### config.mk
export PLATFORM = sky130hd
export DESIGN_NAME = stream_join
export DESIGN_NICKNAME = d
export VERILOG_FILES = /design/src/hw/join_pkg.sv /design/src/hw/stream_if.sv /design/src/hw/stream_join.sv /design/src/hw/out_stage.sv /design/src/hw/byte_merge.sv /design/src/hw/join_sequencer.sv
export SDC_FILE = /design/constraint.sdc
export NUM_CORES = 1
export LEC_CHECK = 0
export ABC_AREA = 0
export BUFFER_PORTS_ARGS = -buffer_cell sky130_fd_sc_hd__buf_4
export CAP_MARGIN = 20
export CORE_UTILIZATION = 40
export DETAILED_ROUTE_END_ITERATION = 16
export SYNTH_ARGS = -nofsm -noshare
export SYNTH_HDL_FRONTEND = slang
export SYNTH_SLANG_ARGS = --single-unit
export TNS_END_PERCENT = 5
### constraint.sdc
create_clock -name clk -period 5.6 [get_ports clk]
set_clock_uncertainty 0.1 [all_clocks]
set_input_delay 0.56 -clock clk [delete_from_list [all_inputs] [get_ports clk]]
set_output_delay 0.56 -clock clk [all_outputs]
set_load 0.01 [all_outputs]
### src/hw/join_pkg.sv
// join_pkg: stream width constants and byte-lane helper functions for the stream joiner.

package join_pkg;

   // ------------------------------------------------------------
   // stream geometry.
   // ------------------------------------------------------------
   localparam int data_bytes = 8;
   localparam int data_bits  = data_bytes * 8;
   // counts run from 0 to data_bytes inclusive.
   localparam int count_bits = $clog2(data_bytes + 1);

   // number of valid bytes in a low-aligned keep.
   function automatic logic [count_bits-1:0] keep_to_count(input logic [data_bytes-1:0] keep);
      logic [count_bits-1:0] cnt;
      cnt = '0;
      for (int i = 0; i < data_bytes; i++) begin
         if (keep[i]) cnt = count_bits'(i + 1);
      end
      return cnt;
   endfunction

   // keep with the lowest n lanes set.
   function automatic logic [data_bytes-1:0] count_to_keep(input logic [count_bits-1:0] n);
      logic [data_bytes-1:0] keep;
      for (int i = 0; i < data_bytes; i++) begin
         keep[i] = (i < n);
      end
      return keep;
   endfunction

   // lanes below n come from lo, the rest from hi.
   function automatic logic [data_bits-1:0] merge_bytes(input logic [count_bits-1:0] n,
                                                        input logic [data_bits-1:0]  lo,
                                                        input logic [data_bits-1:0]  hi);
      logic [data_bits-1:0] word;
      for (int i = 0; i < data_bytes; i++) begin
         word[i*8 +: 8] = (i < n) ? lo[i*8 +: 8] : hi[i*8 +: 8];
      end
      return word;
   endfunction

endpackage
### src/hw/stream_if.sv
// stream_if: one byte stream with data, keep, last and a valid/ready handshake.

`timescale 1ns/1ps

interface stream_if;
   import join_pkg::*;

   logic [data_bits-1:0]  data;
   logic [data_bytes-1:0] keep;
   logic                  last;
   logic                  valid;
   logic                  ready;

   // a word moves on a clock edge with valid and ready both high.
   modport src (
      output data, keep, last, valid,
      input  ready
   );

   modport dst (
      input  data, keep, last, valid,
      output ready
   );

endinterface

### src/hw/stream_join.sv
// stream_join: rejoins a header stream and a payload stream into one packed packet stream.

`timescale 1ns/1ps

module stream_join (
   input  logic                           clk,
   input  logic                           resetn,
   input  logic                           enable,

   input  logic [join_pkg::data_bits-1:0]  hdr_data,
   input  logic [join_pkg::data_bytes-1:0] hdr_keep,
   input  logic                           hdr_last,
   input  logic                           hdr_valid,
   output logic                           hdr_ready,

   input  logic [join_pkg::data_bits-1:0]  pyld_data,
   input  logic [join_pkg::data_bytes-1:0] pyld_keep,
   input  logic                           pyld_last,
   input  logic                           pyld_valid,
   output logic                           pyld_ready,

   output logic [join_pkg::data_bits-1:0]  out_data,
   output logic [join_pkg::data_bytes-1:0] out_keep,
   output logic                           out_last,
   output logic                           out_valid,
   input  logic                           out_ready
);
   import join_pkg::*;

   logic                  clear_n;
   logic                  load_residue;
   logic                  advance;
   logic                  clear_tail;
   logic [data_bits-1:0]  merged_data;
   logic [data_bytes-1:0] merged_keep;
   logic                  overflow;
   logic                  residue_empty;
   logic [data_bits-1:0]  tail_data;
   logic [data_bytes-1:0] tail_keep;

   stream_if join_word ();

   // enable low acts as a synchronous clear.
   assign clear_n = resetn && enable;

   join_sequencer u_join_sequencer (
      .clk           (clk),
      .resetn        (clear_n),
      .hdr_data      (hdr_data),
      .hdr_keep      (hdr_keep),
      .hdr_last      (hdr_last),
      .hdr_valid     (hdr_valid),
      .hdr_ready     (hdr_ready),
      .pyld_keep     (pyld_keep),
      .pyld_last     (pyld_last),
      .pyld_valid    (pyld_valid),
      .pyld_ready    (pyld_ready),
      .merged_data   (merged_data),
      .merged_keep   (merged_keep),
      .overflow      (overflow),
      .residue_empty (residue_empty),
      .tail_data     (tail_data),
      .tail_keep     (tail_keep),
      .load_residue  (load_residue),
      .advance       (advance),
      .clear_tail    (clear_tail),
      .join_word     (join_word.src)
   );

   byte_merge u_byte_merge (
      .clk           (clk),
      .resetn        (clear_n),
      .hdr_data      (hdr_data),
      .hdr_keep      (hdr_keep),
      .load_residue  (load_residue),
      .pyld_data     (pyld_data),
      .pyld_keep     (pyld_keep),
      .advance       (advance),
      .clear_tail    (clear_tail),
      .merged_data   (merged_data),
      .merged_keep   (merged_keep),
      .overflow      (overflow),
      .residue_empty (residue_empty),
      .tail_data     (tail_data),
      .tail_keep     (tail_keep)
   );

   out_stage u_out_stage (
      .clk       (clk),
      .resetn    (clear_n),
      .join_word (join_word.dst),
      .out_data  (out_data),
      .out_keep  (out_keep),
      .out_last  (out_last),
      .out_valid (out_valid),
      .out_ready (out_ready)
   );

endmodule

### src/hw/out_stage.sv
// out_stage: two-entry register pipe that isolates output back-pressure from the join logic.

`timescale 1ns/1ps

module out_stage (
   input  logic                           clk,
   input  logic                           resetn,

   stream_if.dst                          join_word,

   output logic [join_pkg::data_bits-1:0]  out_data,
   output logic [join_pkg::data_bytes-1:0] out_keep,
   output logic                           out_last,
   output logic                           out_valid,
   input  logic                           out_ready
);
   import join_pkg::*;

   logic [data_bits-1:0]  skid_data;
   logic [data_bytes-1:0] skid_keep;
   logic                  skid_last;
   logic                  skid_valid;
   logic                  ready_q;
   logic                  push;
   logic                  out_free;
   logic                  out_valid_d;
   logic                  skid_valid_d;

   // ready is a flop, so out_ready never reaches the input readies.
   assign join_word.ready = ready_q;
   assign push            = join_word.valid && ready_q;
   assign out_free        = !out_valid || out_ready;

   always_comb begin
      out_valid_d  = out_valid;
      skid_valid_d = skid_valid;
      if (out_free) begin
         // the skid entry is older, so it leaves first.
         out_valid_d  = skid_valid || push;
         skid_valid_d = 1'b0;
      end else if (push) begin
         skid_valid_d = 1'b1;
      end
   end

   always_ff @(posedge clk) begin
      if (!resetn) begin
         out_valid  <= 1'b0;
         skid_valid <= 1'b0;
         ready_q    <= 1'b0;
      end else begin
         out_valid  <= out_valid_d;
         skid_valid <= skid_valid_d;
         ready_q    <= !skid_valid_d;
      end
   end

   always_ff @(posedge clk) begin
      if (out_free && skid_valid) begin
         out_data <= skid_data;
         out_keep <= skid_keep;
         out_last <= skid_last;
      end else if (out_free && push) begin
         out_data <= join_word.data;
         out_keep <= join_word.keep;
         out_last <= join_word.last;
      end
      if (!out_free && push) begin
         skid_data <= join_word.data;
         skid_keep <= join_word.keep;
         skid_last <= join_word.last;
      end
   end

endmodule

### src/hw/byte_merge.sv
// byte_merge: residue register and byte-lane merge of the header residue with payload words.

`timescale 1ns/1ps

module byte_merge (
   input  logic                           clk,
   input  logic                           resetn,

   input  logic [join_pkg::data_bits-1:0]  hdr_data,
   input  logic [join_pkg::data_bytes-1:0] hdr_keep,
   input  logic                           load_residue,

   input  logic [join_pkg::data_bits-1:0]  pyld_data,
   input  logic [join_pkg::data_bytes-1:0] pyld_keep,
   input  logic                           advance,
   input  logic                           clear_tail,

   output logic [join_pkg::data_bits-1:0]  merged_data,
   output logic [join_pkg::data_bytes-1:0] merged_keep,
   output logic                           overflow,
   output logic                           residue_empty,
   output logic [join_pkg::data_bits-1:0]  tail_data,
   output logic [join_pkg::data_bytes-1:0] tail_keep
);
   import join_pkg::*;

   logic [data_bits-1:0]  residue_data;
   logic [count_bits-1:0] residue_cnt;
   logic [count_bits-1:0] hdr_cnt;
   logic [count_bits-1:0] pyld_cnt;
   logic [count_bits:0]   total_cnt;
   logic [data_bits-1:0]  pyld_up;
   logic [data_bits-1:0]  pyld_rest;

   assign hdr_cnt   = keep_to_count(hdr_keep);
   assign pyld_cnt  = keep_to_count(pyld_keep);
   assign total_cnt = {1'b0, residue_cnt} + {1'b0, pyld_cnt};
   assign overflow  = (total_cnt > data_bytes);

   // ------------------------------------------------------------
   // lane steering.
   // ------------------------------------------------------------
   // payload moves up by r lanes, bytes pushed past the top are kept.
   assign pyld_up   = pyld_data << (residue_cnt * 8);
   assign pyld_rest = pyld_data >> ((data_bytes - residue_cnt) * 8);

   assign merged_data = merge_bytes(residue_cnt, residue_data, pyld_up);
   assign merged_keep = overflow ? '1 : count_to_keep(total_cnt[count_bits-1:0]);

   // after an overflowing last word the residue is the tail.
   assign residue_empty = (residue_cnt == '0);
   assign tail_data     = residue_data;
   assign tail_keep     = count_to_keep(residue_cnt);

   // ------------------------------------------------------------
   // residue register.
   // ------------------------------------------------------------
   always_ff @(posedge clk) begin
      if (!resetn) begin
         residue_cnt <= '0;
      end else if (load_residue) begin
         // a full last header word leaves nothing to carry.
         residue_cnt <= (hdr_cnt == data_bytes) ? '0 : hdr_cnt;
      end else if (advance) begin
         // full words carry r bytes on; a last word that fits empties it.
         residue_cnt <= overflow ? count_bits'(total_cnt - data_bytes) : '0;
      end else if (clear_tail) begin
         residue_cnt <= '0;
      end
   end

   always_ff @(posedge clk) begin
      if (load_residue) begin
         residue_data <= hdr_data;
      end else if (advance) begin
         residue_data <= pyld_rest;
      end
   end

endmodule

### src/hw/join_sequencer.sv
// join_sequencer: FSM that walks header, payload and tail words and steers the input readies.

`timescale 1ns/1ps

module join_sequencer (
   input  logic                           clk,
   input  logic                           resetn,

   input  logic [join_pkg::data_bits-1:0]  hdr_data,
   input  logic [join_pkg::data_bytes-1:0] hdr_keep,
   input  logic                           hdr_last,
   input  logic                           hdr_valid,
   output logic                           hdr_ready,

   input  logic [join_pkg::data_bytes-1:0] pyld_keep,
   input  logic                           pyld_last,
   input  logic                           pyld_valid,
   output logic                           pyld_ready,

   input  logic [join_pkg::data_bits-1:0]  merged_data,
   input  logic [join_pkg::data_bytes-1:0] merged_keep,
   input  logic                           overflow,
   input  logic                           residue_empty,
   input  logic [join_pkg::data_bits-1:0]  tail_data,
   input  logic [join_pkg::data_bytes-1:0] tail_keep,

   output logic                           load_residue,
   output logic                           advance,
   output logic                           clear_tail,

   stream_if.src                          join_word
);
   import join_pkg::*;

   typedef enum logic [1:0] {
      st_header,
      st_payload,
      st_tail
   } state_t;

   state_t state;
   state_t state_d;
   logic   hdr_partial;

   // a short last header word stays behind as residue.
   assign hdr_partial = hdr_last && (keep_to_count(hdr_keep) != count_bits'(data_bytes));

   // ------------------------------------------------------------
   // next state and output steering.
   // ------------------------------------------------------------
   always_comb begin
      state_d         = state;
      hdr_ready       = 1'b0;
      pyld_ready      = 1'b0;
      load_residue    = 1'b0;
      advance         = 1'b0;
      clear_tail      = 1'b0;
      join_word.valid = 1'b0;
      join_word.data  = hdr_data;
      join_word.keep  = hdr_keep;
      join_word.last  = 1'b0;

      case (state)
         st_header: begin
            hdr_ready       = join_word.ready;
            join_word.valid = hdr_valid && !hdr_partial;
            if (hdr_valid && join_word.ready && hdr_last) begin
               load_residue = 1'b1;
               state_d      = st_payload;
            end
         end
         st_payload: begin
            pyld_ready      = join_word.ready;
            join_word.valid = pyld_valid;
            join_word.data  = merged_data;
            join_word.keep  = merged_keep;
            join_word.last  = pyld_last && !overflow;
            if (pyld_valid && join_word.ready) begin
               advance = 1'b1;
               if (pyld_last) begin
                  state_d = overflow ? st_tail : st_header;
               end
            end
         end
         st_tail: begin
            // the leftover payload bytes need no input word.
            join_word.valid = 1'b1;
            join_word.data  = tail_data;
            join_word.keep  = tail_keep;
            join_word.last  = 1'b1;
            if (join_word.ready) begin
               clear_tail = 1'b1;
               state_d    = st_header;
            end
         end
         default: state_d = st_header;
      endcase
   end

   always_ff @(posedge clk) begin
      if (!resetn) begin
         state <= st_header;
      end else begin
         state <= state_d;
      end
   end

endmodule

==> metrics.csv <==
metric,value,unit
RSZ-0062 raised after global routing,no,
worst skew pair latency,550,ps
setup TNS,0,ps
fill cell count,3301,
Max Slew Vio Count,0,
"top cells by area, synth","edfxtp_1 45%, mux2_2 7.1%, nand2_1 4.3%",
CP Class,reg2reg,
Slew @ Worst Pin,1070,ps
asr flop ratio synth,0,%
Startpoint Class,flip-flop,
Total GRT Usage,30.0,%
top-area cell type share of the netlist area,45.0,%
First-pass DRT Iterations,6,
crit path time final,3660,ps
Initial DRC Count,1554,
Hold EP,u_byte_merge.tail_data[44],
Pleak,5.88,nW
hold_buf cts,0,
max_slew headroom,28.4,%
TritonCTS clock tree,built,
Worst EP required,5760,ps
Ys Warns,0,
Post-DP HPWL,40300,um
Die Width,189,um
Mapped Avg Cell Area,10.1,um^2
worst r2r src,u_byte_merge.residue_cnt[0],
global-route wire length before repair,79000,um
Mapped Area,14000,um^2
post-route cell area,16800,um^2
Die Footprint,35800,um^2
Critical Path Fanout Max,37,
period utilisation layout,65.4,%
worst r2r dst,u_byte_merge.tail_data[30],
Die Y,189,um
pwr dens,241,nW/um^2
share of layout cells above drive strength 1,26.3,%
initial core utilization,40.6,%
hold depth,3,
vias in the first global route,11900,
sequential cell area,6490,um^2
status,"complete, no violations",
Hold Crit Class,in2reg,
number of enable flip-flop cells after synthesis,210,
"Seq/Total Area, Yosys",46.3,%
Worst-path clk slew,80,ps
Synth Instances,1394,
largest net degree at the start of global routing,81,
I/O Buffers,227,
"Area growth, synth to finish",19.6,%
Max Cap Violations,0,
Antenna Violating Nets Remaining,0,
"Remaining Overflow, GRT",0,
area of the multi-input gates,6930,um^2
H-Tree Depth,1,
final hold vios,0,
vias,12800,
Post-DP Area,16000,um^2
routed wire length,55200,um
number of synthesized register bits,219,
CTS buffer count,25,
final setup fails,0,
drc violations,0,
Root Buffer,clkbuf_16,
CP arrival,3830,ps
number of antenna diodes,0,
reg2reg path depth,7,
f_max,273,MHz
IO Count,228,
start point of the worst hold path,hdr_data[44],
placer's final routability congestion estimate,1.00,
crit end category,flip-flop,
most frequent cells in the layout,"251 x buf_4, 210 x edfxtp_1, 160 x nand2_1, 115 x nor2_1, 89 x mux2_2",
core area,34500,um^2
ys flop type,edfxtp_1,
fin nets,1718,
clk sinks,219,
antenna violations before repair,1,
DR WL/cell,27.2,um
Resized cells post-CTS,0,
"commonest non-fill, non-tap cell in the layout",buf_4,
DR vias/cell,6.30,
largest area contributor in the synthesized netlist,edfxtp_1,
Max clock buf depth,3,
syn nets,1557,
r2r setup slk,1940,ps
cell row count,68,
Netlist cell types,68,
postcts setup bufs,0,
Worst VDD drop,0.000196,V
-- per-layer routing --
metal	GRT usage, %	routed length, um	up-vias
li1	-	-	5646
met1	43.9	24000	6155
met2	42.9	22800	811
met3	5.49	5620	162
met4	13.2	2700	2
met5	0	13	-
-- Yosys cell counts, types with 19 or more instances --
master / instances
mux2_2: 89
a21oi_1: 62
nor2b_1: 23
mux2i_1: 55
buf_2: 39
o21ai_1: 19
o21ai_0: 85
nor2_1: 117
edfxtp_1: 210
clkbuf_1: 52
nand2b_1: 24
o22ai_1: 40
nand2_1: 162
inv_1: 28
a31oi_1: 69
a22oi_1: 25
o31ai_1: 23
-- through the flow --
step           hold WS, ps  power [mW]  worst slack [ps]  util, %  cells
5_1_grt                192        4.16              1790     48.5   2027
3_3_place_gp           404        2.45              2130     46.3   1983
3_5_place_dp           419        2.45              2090     46.3   1983
2_1_floorplan          383        2.15               558        -   1394
4_1_cts                179        4.06              2060     48.5   2027
6_report               199        4.04              1940     48.5   2027
-- worst max-delay path, stage by stage, from the launching register on --
cell and delay [ps]:
dfxtp_4 610, inv_1 400, ha_1 430, nand2b_1 290
o32a_1 790, nor2_1 400, a21oi_1 260, o21ai_1 80
-- logic make-up after synthesis --
family	after synthesis	synth area share, %
fa+ha+maj	11	1.04
mux	157	13.2
simple gates	393	12.7
xor+xnor	2	0.125
compound gates	466	22.0
buf+inv	146	4.72
flops	219	46.3
-- power by group --
| group | leakage [nW] | internal, mW | switching, mW | total, mW |
|---|---|---|---|---|
| clock | 0.375 | 0.908 | 0.700 | 1.61 |
| sequential | 2.00 | 1.83 | 0.0115 | 1.84 |
| combinational | 3.51 | 0.232 | 0.362 | 0.594 |
-- how the worst max path moves through the flow --
stage                                start                          to  slack [ps]  cells after the start
2_1_floorplan    u_join_sequencer.state[0]     u_out_stage.out_data[0]         560                      8
3_3_place_gp   u_byte_merge.residue_cnt[0]  u_byte_merge.tail_data[25]        2130                      7
3_5_place_dp                  pyld_keep[1]     u_out_stage.out_keep[0]        2090                     14
4_1_cts        u_byte_merge.residue_cnt[0]  u_byte_merge.tail_data[30]        2060                      7
5_1_grt        u_byte_merge.residue_cnt[0]  u_byte_merge.tail_data[30]        1790                      7
6_report       u_byte_merge.residue_cnt[0]  u_byte_merge.tail_data[30]        1940                      7
-- registers in the layout, indices dropped and copies added, names as in the netlist --
signal and count:
u_out_stage.out_data 64, u_out_stage.join_word.ready 1, u_out_stage.out_keep 8, u_out_stage.out_last 1
u_byte_merge.tail_data 64, u_byte_merge.residue_cnt 4, u_out_stage.skid_data 64, u_out_stage.out_valid 1
u_out_stage.skid_keep 8, u_join_sequencer.state 2, u_out_stage.skid_valid 1, u_out_stage.skid_last 1
-- cell type report --
type / instances / share of cell area [%]
clock buffers: 28 / 3.80
clock inverters: 16 / 0.836
inverters: 29 / 0.649
multi-input cells: 1029 / 41.4
flip-flops and latches: 219 / 38.7
well taps: 455 / 3.40
repair buffers: 251 / 11.2
(Power assumes the default switching activity.)
